## config.mk

```make
export PLATFORM = sky130hd
export DESIGN_NAME = wb_accel_top
export DESIGN_NICKNAME = d
export VERILOG_FILES = /design/src/logic/wb_stream_pkg.sv /design/src/logic/wb_accel_top.sv /design/src/logic/stream_accumulator.sv /design/src/logic/wb_stream_bridge.sv /design/src/logic/stream_queue.sv /design/src/logic/wb_addr_decode.sv
export SDC_FILE = /design/constraint.sdc
export NUM_CORES = 1
export LEC_CHECK = 0
export ABC_AREA = 1
export BUFFER_PORTS_ARGS = -buffer_cell sky130_fd_sc_hd__buf_2
export CAP_MARGIN = 20
export CORE_MARGIN = 2
export CORE_UTILIZATION = 50
export DETAILED_ROUTE_END_ITERATION = 10
export GPL_TIMING_DRIVEN = 0
export PLACE_DENSITY_LB_ADDON = 0.2
export SLEW_MARGIN = 20
export SYNTH_ARGS = -nofsm -noshare
export SYNTH_HDL_FRONTEND = slang
export SYNTH_SLANG_ARGS = --single-unit
```

## constraint.sdc

```tcl
create_clock -name clk -period 5.13 [get_ports clk]
set_input_delay 0.513 -clock clk [delete_from_list [all_inputs] [get_ports clk]]
set_output_delay 0.513 -clock clk [all_outputs]
set_load 0.005 [all_outputs]
```

## src/logic/wb_stream_pkg.sv

```systemverilog
// wishbone stream subsystem shared definitions
// address map, channel counts, queue sizing and the bus word
`default_nettype none

package wb_stream_pkg;

  // bus and stream data word
  typedef logic [31:0] word_t;

  // one input and one output channel per lane
  localparam int NUM_ISTREAM = 2;
  localparam int NUM_OSTREAM = 2;
  localparam int QUEUE_DEPTH = 2;

  //////////////////////////////////////////////////
  // address map
  //////////////////////////////////////////////////
  localparam int         CHAN_STRIDE  = 8;
  localparam int         CHAN_LSB     = $clog2(CHAN_STRIDE);
  localparam word_t      ISTREAM_BASE = 32'h3000_0000;
  localparam word_t      OSTREAM_BASE = ISTREAM_BASE + NUM_ISTREAM * CHAN_STRIDE;
  localparam word_t      OSTREAM_END  = OSTREAM_BASE + NUM_OSTREAM * CHAN_STRIDE;
  localparam logic [2:0] STATUS_OFS   = 3'd0;
  localparam logic [2:0] DATA_OFS     = 3'd4;

  // channel index sized for the larger side
  localparam int NUM_CHAN_MAX = (NUM_ISTREAM > NUM_OSTREAM) ? NUM_ISTREAM : NUM_OSTREAM;
  localparam int CHAN_BITS    = (NUM_CHAN_MAX > 1) ? $clog2(NUM_CHAN_MAX) : 1;
  typedef logic [CHAN_BITS-1:0] chan_idx_t;

  // queue pointer and occupancy widths
  localparam int QPTR_BITS = (QUEUE_DEPTH > 1) ? $clog2(QUEUE_DEPTH) : 1;
  localparam int QCNT_BITS = $clog2(QUEUE_DEPTH + 1);
  typedef logic [QPTR_BITS-1:0] qptr_t;
  typedef logic [QCNT_BITS-1:0] qcnt_t;

  // read-data source picked by the address decoder
  typedef enum logic [1:0] {
    RSEL_NONE,
    RSEL_IST_STATUS,
    RSEL_OST_STATUS,
    RSEL_OST_DATA
  } rsel_t;

endpackage

`default_nettype wire
```

## src/logic/wb_accel_top.sv

```systemverilog
// wishbone accelerator top
// stream bridge plus one accumulator lane per channel pair
`default_nettype none

module wb_accel_top (
  input  logic                 clk,
  input  logic                 reset_i,
  input  logic                 wbs_stb_i,
  input  logic                 wbs_cyc_i,
  input  logic                 wbs_we_i,
  input  logic [3:0]           wbs_sel_i,
  input  wb_stream_pkg::word_t wbs_adr_i,
  input  wb_stream_pkg::word_t wbs_dat_i,
  output logic                 wbs_ack_o,
  output wb_stream_pkg::word_t wbs_dat_o
);

  import wb_stream_pkg::*;

  logic [NUM_ISTREAM-1:0] ist_val;
  logic [NUM_ISTREAM-1:0] ist_rdy;
  word_t                  ist_data [NUM_ISTREAM];
  logic [NUM_OSTREAM-1:0] ost_val;
  logic [NUM_OSTREAM-1:0] ost_rdy;
  word_t                  ost_data [NUM_OSTREAM];

  wb_stream_bridge u_bridge (
    .clk            (clk),
    .reset_i        (reset_i),
    .wbs_stb_i      (wbs_stb_i),
    .wbs_cyc_i      (wbs_cyc_i),
    .wbs_we_i       (wbs_we_i),
    .wbs_sel_i      (wbs_sel_i),
    .wbs_adr_i      (wbs_adr_i),
    .wbs_dat_i      (wbs_dat_i),
    .wbs_ack_o      (wbs_ack_o),
    .wbs_dat_o      (wbs_dat_o),
    .istream_val_o  (ist_val),
    .istream_rdy_i  (ist_rdy),
    .istream_data_o (ist_data),
    .ostream_val_i  (ost_val),
    .ostream_rdy_o  (ost_rdy),
    .ostream_data_i (ost_data)
  );

  //////////////////////////////////////////////////
  // lanes
  //////////////////////////////////////////////////
  for (genvar i = 0; i < NUM_ISTREAM; i++) begin : g_lane
    stream_accumulator u_acc (
      .clk        (clk),
      .reset_i    (reset_i),
      .in_val_i   (ist_val[i]),
      .in_rdy_o   (ist_rdy[i]),
      .in_data_i  (ist_data[i]),
      .out_val_o  (ost_val[i]),
      .out_rdy_i  (ost_rdy[i]),
      .out_data_o (ost_data[i])
    );
  end

endmodule

`default_nettype wire

```

## src/logic/stream_accumulator.sv

```systemverilog
// accelerator lane: running 32-bit sum over its input stream
// each accepted word yields one held result on the output stream
`default_nettype none

module stream_accumulator (
  input  logic                 clk,
  input  logic                 reset_i,

  input  logic                 in_val_i,
  output logic                 in_rdy_o,
  input  wb_stream_pkg::word_t in_data_i,

  output logic                 out_val_o,
  input  logic                 out_rdy_i,
  output wb_stream_pkg::word_t out_data_o
);

  import wb_stream_pkg::*;

  word_t sum_q;
  logic  out_val_q;
  logic  in_fire;
  logic  out_fire;

  // free slot, or the held result leaves this cycle
  assign in_rdy_o = !out_val_q || out_rdy_i;

  assign in_fire  = in_val_i && in_rdy_o;
  assign out_fire = out_val_q && out_rdy_i;

  assign out_val_o  = out_val_q;
  assign out_data_o = sum_q;

  always_ff @(posedge clk) begin
    if (reset_i) begin
      sum_q     <= '0;
      out_val_q <= 1'b0;
    end else begin
      if (in_fire) begin
        // wraps mod 2^32
        sum_q     <= sum_q + in_data_i;
        out_val_q <= 1'b1;
      end else if (out_fire) begin
        out_val_q <= 1'b0;
      end
    end
  end

  // result held steady under back-pressure
  a_hold_result: assert property (@(posedge clk) disable iff (reset_i)
    (out_val_o && !out_rdy_i) |=> (out_val_o && $stable(out_data_o)));

endmodule

`default_nettype wire

```

## src/logic/wb_stream_bridge.sv

```systemverilog
// wishbone slave bridging the bus to per-lane stream queues
// input queues take host writes and output queues hold lane results for readback
`default_nettype none

module wb_stream_bridge (
  input  logic                 clk,
  input  logic                 reset_i,
  input  logic                 wbs_stb_i,
  input  logic                 wbs_cyc_i,
  input  logic                 wbs_we_i,
  input  logic [3:0]           wbs_sel_i,
  input  wb_stream_pkg::word_t wbs_adr_i,
  input  wb_stream_pkg::word_t wbs_dat_i,
  output logic                 wbs_ack_o,
  output wb_stream_pkg::word_t wbs_dat_o,

  // host to lane
  output logic [wb_stream_pkg::NUM_ISTREAM-1:0] istream_val_o,
  input  logic [wb_stream_pkg::NUM_ISTREAM-1:0] istream_rdy_i,
  output wb_stream_pkg::word_t istream_data_o [wb_stream_pkg::NUM_ISTREAM],

  // lane to host
  input  logic [wb_stream_pkg::NUM_OSTREAM-1:0] ostream_val_i,
  output logic [wb_stream_pkg::NUM_OSTREAM-1:0] ostream_rdy_o,
  input  wb_stream_pkg::word_t ostream_data_i [wb_stream_pkg::NUM_OSTREAM]
);

  import wb_stream_pkg::*;

  logic [NUM_ISTREAM-1:0] ist_wr;
  logic [NUM_ISTREAM-1:0] ist_enq_rdy;
  logic [NUM_OSTREAM-1:0] ost_rd;
  logic [NUM_OSTREAM-1:0] ost_deq_val;
  word_t                  ost_deq_msg [NUM_OSTREAM];
  rsel_t                  rsel;
  chan_idx_t              rchan;

  // every access is a full word so wbs_sel_i is not decoded
  assign wbs_ack_o = wbs_stb_i && wbs_cyc_i;

  wb_addr_decode u_decode (
    .clk       (clk),
    .reset_i   (reset_i),
    .wbs_stb_i (wbs_stb_i),
    .wbs_cyc_i (wbs_cyc_i),
    .wbs_we_i  (wbs_we_i),
    .wbs_adr_i (wbs_adr_i),
    .ist_wr_o  (ist_wr),
    .ost_rd_o  (ost_rd),
    .rsel_o    (rsel),
    .rchan_o   (rchan)
  );

  //////////////////////////////////////////////////
  // queue arrays
  //////////////////////////////////////////////////
  for (genvar i = 0; i < NUM_ISTREAM; i++) begin : g_ist_queue
    stream_queue u_ist_queue (
      .clk       (clk),
      .reset_i   (reset_i),
      .enq_val_i (ist_wr[i]),
      .enq_rdy_o (ist_enq_rdy[i]),
      .enq_msg_i (wbs_dat_i),
      .deq_val_o (istream_val_o[i]),
      .deq_rdy_i (istream_rdy_i[i]),
      .deq_msg_o (istream_data_o[i])
    );
  end

  for (genvar j = 0; j < NUM_OSTREAM; j++) begin : g_ost_queue
    stream_queue u_ost_queue (
      .clk       (clk),
      .reset_i   (reset_i),
      .enq_val_i (ostream_val_i[j]),
      .enq_rdy_o (ostream_rdy_o[j]),
      .enq_msg_i (ostream_data_i[j]),
      .deq_val_o (ost_deq_val[j]),
      .deq_rdy_i (ost_rd[j]),
      .deq_msg_o (ost_deq_msg[j])
    );
  end

  // read mux where an empty output queue reads back as zero
  always_comb begin
    case (rsel)
      RSEL_IST_STATUS: wbs_dat_o = word_t'(ist_enq_rdy[rchan]);
      RSEL_OST_STATUS: wbs_dat_o = word_t'(ost_deq_val[rchan]);
      RSEL_OST_DATA:   wbs_dat_o = ost_deq_val[rchan] ? ost_deq_msg[rchan] : '0;
      default:         wbs_dat_o = '0;
    endcase
  end

endmodule

`default_nettype wire

```

## src/logic/stream_queue.sv

```systemverilog
// val/rdy FIFO of QUEUE_DEPTH words
// circular buffer with read/write pointers and an occupancy count
`default_nettype none

module stream_queue (
  input  logic                 clk,
  input  logic                 reset_i,

  input  logic                 enq_val_i,
  output logic                 enq_rdy_o,
  input  wb_stream_pkg::word_t enq_msg_i,

  output logic                 deq_val_o,
  input  logic                 deq_rdy_i,
  output wb_stream_pkg::word_t deq_msg_o
);

  import wb_stream_pkg::*;

  word_t mem [QUEUE_DEPTH];
  qptr_t wr_ptr;
  qptr_t rd_ptr;
  qcnt_t count;
  logic  full;
  logic  empty;
  logic  enq_fire;
  logic  deq_fire;

  assign full  = (count == qcnt_t'(QUEUE_DEPTH));
  assign empty = (count == '0);

  assign enq_rdy_o = !full;
  assign deq_val_o = !empty;
  assign deq_msg_o = mem[rd_ptr];

  assign enq_fire = enq_val_i && enq_rdy_o;
  assign deq_fire = deq_val_o && deq_rdy_i;

  //////////////////////////////////////////////////
  // storage
  //////////////////////////////////////////////////
  always_ff @(posedge clk) begin
    if (enq_fire) begin
      mem[wr_ptr] <= enq_msg_i;
    end
  end

  //////////////////////////////////////////////////
  // pointers and count
  //////////////////////////////////////////////////
  always_ff @(posedge clk) begin
    if (reset_i) begin
      wr_ptr <= '0;
      rd_ptr <= '0;
      count  <= '0;
    end else begin
      if (enq_fire) begin
        wr_ptr <= (wr_ptr == qptr_t'(QUEUE_DEPTH - 1)) ? '0 : wr_ptr + 1'b1;
      end
      if (deq_fire) begin
        rd_ptr <= (rd_ptr == qptr_t'(QUEUE_DEPTH - 1)) ? '0 : rd_ptr + 1'b1;
      end
      // simultaneous enq and deq leave the count alone
      if (enq_fire && !deq_fire) begin
        count <= count + 1'b1;
      end else if (deq_fire && !enq_fire) begin
        count <= count - 1'b1;
      end
    end
  end

  // an enqueue attempt on a full queue is dropped, head untouched
  a_full_drop: assert property (@(posedge clk) disable iff (reset_i)
    (enq_val_i && full && !deq_fire) |=> (full && $stable(deq_msg_o)));

  a_count_bound: assert property (@(posedge clk) disable iff (reset_i)
    count <= qcnt_t'(QUEUE_DEPTH));

endmodule

`default_nettype wire

```

## src/logic/wb_addr_decode.sv

```systemverilog
// wishbone address decoder for the stream channels
// turns one bus cycle into enqueue/dequeue strobes and a read-mux select
`default_nettype none

module wb_addr_decode (
  input  logic                        clk,
  input  logic                        reset_i,
  input  logic                        wbs_stb_i,
  input  logic                        wbs_cyc_i,
  input  logic                        wbs_we_i,
  input  wb_stream_pkg::word_t        wbs_adr_i,
  output logic [wb_stream_pkg::NUM_ISTREAM-1:0] ist_wr_o,
  output logic [wb_stream_pkg::NUM_OSTREAM-1:0] ost_rd_o,
  output wb_stream_pkg::rsel_t        rsel_o,
  output wb_stream_pkg::chan_idx_t    rchan_o
);

  import wb_stream_pkg::*;

  logic      txn_val;
  logic      in_ist;
  logic      in_ost;
  word_t     ist_ofs;
  word_t     ost_ofs;
  chan_idx_t ist_chan;
  chan_idx_t ost_chan;
  logic      ist_data_wr;
  logic      ost_data_rd;

  assign txn_val = wbs_stb_i && wbs_cyc_i;

  //////////////////////////////////////////////////
  // range check and channel extraction
  //////////////////////////////////////////////////
  assign in_ist = (wbs_adr_i >= ISTREAM_BASE) && (wbs_adr_i < OSTREAM_BASE);
  assign in_ost = (wbs_adr_i >= OSTREAM_BASE) && (wbs_adr_i < OSTREAM_END);

  assign ist_ofs  = wbs_adr_i - ISTREAM_BASE;
  assign ost_ofs  = wbs_adr_i - OSTREAM_BASE;
  assign ist_chan = ist_ofs[CHAN_LSB +: CHAN_BITS];
  assign ost_chan = ost_ofs[CHAN_LSB +: CHAN_BITS];

  // data offset writes go to input queues, reads come from output queues
  assign ist_data_wr = txn_val && wbs_we_i && in_ist && (ist_ofs[2:0] == DATA_OFS);
  assign ost_data_rd = txn_val && !wbs_we_i && in_ost && (ost_ofs[2:0] == DATA_OFS);

  for (genvar i = 0; i < NUM_ISTREAM; i++) begin : g_ist_wr
    assign ist_wr_o[i] = ist_data_wr && (ist_chan == chan_idx_t'(i));
  end

  for (genvar j = 0; j < NUM_OSTREAM; j++) begin : g_ost_rd
    assign ost_rd_o[j] = ost_data_rd && (ost_chan == chan_idx_t'(j));
  end

  //////////////////////////////////////////////////
  // read-data select
  //////////////////////////////////////////////////
  always_comb begin
    rsel_o  = RSEL_NONE;
    rchan_o = '0;
    if (txn_val && !wbs_we_i) begin
      if (in_ist && (ist_ofs[2:0] == STATUS_OFS)) begin
        rsel_o  = RSEL_IST_STATUS;
        rchan_o = ist_chan;
      end else if (in_ost && (ost_ofs[2:0] == STATUS_OFS)) begin
        rsel_o  = RSEL_OST_STATUS;
        rchan_o = ost_chan;
      end else if (ost_data_rd) begin
        rsel_o  = RSEL_OST_DATA;
        rchan_o = ost_chan;
      end
    end
  end

  // a bus cycle touches at most one queue
  a_one_strobe: assert property (@(posedge clk) disable iff (reset_i)
    $onehot0({ist_wr_o, ost_rd_o}));

endmodule

`default_nettype wire

```

==> impl_table.tex <==
\begin{tabular}{lr}
\hline
Metric & Value \\
\hline
\multicolumn{2}{l}{\textbf{GRT}} \\
\quad Maximum number of pins on one net before global-route repair & 34 \\
\quad Global-route wire length before repair & 69400 um \\
\quad Antenna violations before repair & 1 \\
\quad Overall Global Routing Usage & 26.2\% \\
\quad Number of global-route vias before repair & 12000 \\
\quad Remaining global-route overflow & 0 \\
\multicolumn{2}{l}{\textbf{Clocking}} \\
\quad Number of clock sinks & 342 \\
\quad Clk slew on worst S/H paths & 0.06 ns \\
\quad Source-to-sink clock delay at the later pin of the worst-skew pair & 0.53 ns \\
\quad Number of buffers on the longest clock path & 3 \\
\quad Clock Root Buffer & sky130\_fd\_sc\_hd\_\_clkbuf\_16 \\
\quad TritonCTS buffer count & 38 \\
\quad Post-cts repair resize count & 0 \\
\quad Number of hold-repair buffers added at the cts stage & 0 \\
\quad Count of H-tree levels built during CTS & 2 \\
\quad CTS tree & done \\
\quad Buffers inserted during post-CTS setup optimization & 0 \\
\multicolumn{2}{l}{\textbf{Critical path}} \\
\quad Class of the most critical setup path & reg -> reg \\
\quad Slowest cell on the critical path & sky130\_fd\_sc\_hd\_\_clkbuf\_1 \\
\quad Worst path arrival time & 4.66 ns \\
\quad Biggest cell delay along the critical path & 0.67 ns \\
\quad Required time reported for the critical path endpoint & 5.60 ns \\
\quad Element type at the critical path start & flop \\
\quad Cells traversed along the worst timing path & clkbuf\_1, clkbuf\_1, o21ai\_0, fa\_1, nand3b\_1, nand2\_1, a21oi\_1, o21ai\_0, nand3\_1, nand2\_1, a21oi\_1, o21ai\_0, nand2\_1, inv\_1 \\
\quad Biggest fanout along the worst timing path & 10 \\
\quad Type of element capturing the critical path & flop \\
\multicolumn{2}{l}{\textbf{Synthesis}} \\
\quad Synth cell types & 43 \\
\quad Warnings from Yosys & 0 \\
\quad Synthesized Nets & 1819 \\
\quad Prevailing post-synth register cell & sky130\_fd\_sc\_hd\_\_edfxtp\_1 \\
\quad Synth Area per Inst & 10.1 um2 \\
\quad Register area share after synthesis & 55.7\% \\
\quad Synth Instances & 1678 \\
\quad Netlist area before placement & 0.0169 mm2 \\
\quad Fraction of registers with async set/reset & 0\% \\
\quad Number of enable-type register cells in the synthesized netlist & 256 \\
\quad Seq cells post-synth & 342 \\
\multicolumn{2}{l}{\textbf{Drt}} \\
\quad TritonRoute pass-1 iters & 5 \\
\quad Wire length per cell after detailed routing & 19.9 um \\
\quad Via Count & 12500 \\
\quad Remaining design rule violation count & 0 \\
\quad Number of nets still failing antenna checks after routing & 0 \\
\quad Via count normalized by instance count & 5.41 \\
\quad Starting DRT DRC Count & 1103 \\
\quad Detailed-route wire length & 46000 um \\
\multicolumn{2}{l}{\textbf{STA}} \\
\quad Setup violation total in the final timing report & 0 \\
\quad Unrepaired setup endpoints after global routing & no \\
\quad Fmax & 239 MHz \\
\quad Worst hold-check slack & 0.232 ns \\
\quad Final Critical Period & 4.19 ns \\
\quad Post-route fraction of the period consumed by the critical path & 81.7\% \\
\quad Worst Clk Skew & 0.00791 ns \\
\quad Number of slew-limit violations in the final report & 0 \\
\quad Headroom to the max-slew limit & 37.0\% \\
\quad Hold Vio Cnt, Final & 0 \\
\quad Slew @ Worst Pin & 0.946 ns \\
\multicolumn{2}{l}{\textbf{Place}} \\
\quad DP HPWL & 35700 um \\
\quad Placed instance area & 0.0182 mm2 \\
\quad Last weighted congestion value of the routability-driven placer & 0.949 \\
\quad Port buffer count & 101 \\
\multicolumn{2}{l}{\textbf{Power and ir drop}} \\
\quad Pwr dens & 551 mW/mm2 \\
\quad Worst IR drop on VDD & 0.269 mV \\
\quad LEAKAGE & 7.88 nW \\
\multicolumn{2}{l}{\textbf{Job}} \\
\quad Reported max-cap violation count & 0 \\
\multicolumn{2}{l}{\textbf{Cells and area}} \\
\quad Final Cell Area & 0.0194 mm2 \\
\quad Area growth from synthesis to layout & 14.8\% \\
\quad Commonest cells after routing, fill and taps aside & sky130\_fd\_sc\_hd\_\_edfxtp\_1, sky130\_fd\_sc\_hd\_\_nand2\_1, sky130\_fd\_sc\_hd\_\_nor2\_1 \\
\quad Layout cell share with drive strength beyond 1 & 17.7\% \\
\quad NumNets Final & 1977 \\
\quad Most common library cell in the layout ignoring fill and taps & sky130\_fd\_sc\_hd\_\_edfxtp\_1 \\
\multicolumn{2}{l}{\textbf{Run status}} \\
\quad Status & complete, no violations \\
\multicolumn{2}{l}{\textbf{Floorplan}} \\
\quad Vert. Die Dim & 188 um \\
\quad Number of top-level pins & 106 \\
\quad Floorplan die width & 188 um \\
\quad Die Footprint & 0.0353 mm2 \\
\quad Initial standard-cell utilization of the core & 50.6\% \\
\quad Area inside the core boundary & 0.0334 mm2 \\
\quad Placement row count & 67 \\
\multicolumn{2}{l}{\textbf{Min path}} \\
\quad Worst hold path type & in -> reg \\
\hline
\end{tabular}
-- critical path: cells and delay by family, from the launching register on --
family / cells / cell delay, ns
AND/OR/NAND/NOR: 5 / 0.71
flip-flops: 1 / 0.32
adder cells (fa/ha/maj): 1 / 0.55
AO/OA/AOI/OAI: 5 / 1.42
buffers and inverters: 3 / 1.10
-- state kept, by name, summed over array words and instances, names as in the netlist, named ones only --
signal / cells
u_bridge.g_ost_queue.u_ost_queue.count: 4
u_bridge.g_ist_queue.u_ist_queue.rd_ptr: 2
g_lane.u_acc.out_data_o: 64
u_bridge.g_ost_queue.u_ost_queue.wr_ptr: 2
u_bridge.g_ist_queue.u_ist_queue.count: 4
g_lane.u_acc.out_val_o: 2
u_bridge.g_ost_queue.u_ost_queue.rd_ptr: 2
u_bridge.g_ist_queue.u_ist_queue.mem: 128
u_bridge.g_ost_queue.u_ost_queue.mem: 128
u_bridge.g_ist_queue.u_ist_queue.wr_ptr: 2
-- synth_stat cells (10+ instances only) --
master	n	area, um2
sky130_fd_sc_hd__nor2_1	205	769
sky130_fd_sc_hd__a21oi_2	30	263
sky130_fd_sc_hd__inv_1	199	747
sky130_fd_sc_hd__xor2_1	28	245
sky130_fd_sc_hd__mux2_2	62	698
sky130_fd_sc_hd__o21ai_0	113	566
sky130_fd_sc_hd__o211ai_1	70	526
sky130_fd_sc_hd__nand3_1	44	220
sky130_fd_sc_hd__clkbuf_1	40	150
sky130_fd_sc_hd__edfxtp_1	256	7690
sky130_fd_sc_hd__xnor2_1	17	149
sky130_fd_sc_hd__a21oi_1	123	616
sky130_fd_sc_hd__nand2_1	208	781
sky130_fd_sc_hd__dfxtp_1	86	1720
sky130_fd_sc_hd__ha_1	66	826
sky130_fd_sc_hd__or2_2	31	194
sky130_fd_sc_hd__nand4_1	10	62.6
-- report_power, final --
| part | switching [mW] | internal (mW) |
|---|---|---|
| Clock | 1.09 | 1.51 |
| Sequential | 0.401 | 3.58 |
| Combinational | 2.69 | 1.42 |
-- through the flow --
stage	setup TNS, ns	total power, mW	setup slack [ns]	utilization, %	cells
2_1_floorplan	0	6.76	0.435	-	1678
3_3_place_gp	-136.30	7.92	-2.31	53.8	2227
3_5_place_dp	0	8.07	1.01	54.5	2244
4_1_cts	0	10.7	0.923	58.1	2313
5_1_grt	0	11.4	0.706	58.1	2313
6_report	0	10.7	0.941	58.1	2315
-- worst paths after layout --
check	from	endpoint	slack [ns]	depth (start not counted)
max	flop	g_lane[0].u_acc.out_data_o[30]	0.94	14
min	wbs_dat_i[1]	u_bridge.g_ist_queue[0].u_ist_queue.mem[0][1]	0.23	1
max reg2reg	flop	g_lane[0].u_acc.out_data_o[30]	0.94	14
min reg2reg	u_bridge.g_ost_queue[1].u_ost_queue.rd_ptr	flop	0.46	1
-- logic make-up after synthesis --
| logic type | synth area share (%) |
|---|---|
| muxes | 4.25 |
| AOI/OAI and AO/OA | 13.4 |
| xor gates and xnor gates | 2.33 |
| and+or+nand+nor | 13.3 |
| DFF | 55.7 |
| buffers and inverters | 5.94 |
| adders and majority gates | 5.13 |
-- cell type report --
class                           count  area (um2)
Fill cell                        2884       14000
Sequential cell                   342        9410
Multi-Input combinational cell   1082        6520
Clock buffer                       49        1050
Inverter                          204         767
Timing Repair Buffer              118         681
Tap cell                          448         561
Buffer                             50         236
Clock inverter                     20         161
Antenna cell                        2        5.00
-- per-layer routing --
metal | wire [um] | global-route usage, % | up-vias
met5 | 0 | 0 | -
met4 | 1680 | 9.54 | 0
met3 | 3020 | 3.50 | 83
met2 | 20700 | 41.6 | 431
met1 | 20600 | 36.8 | 5881
li1 | - | - | 6136
Power figures use the tool's default switching activity.
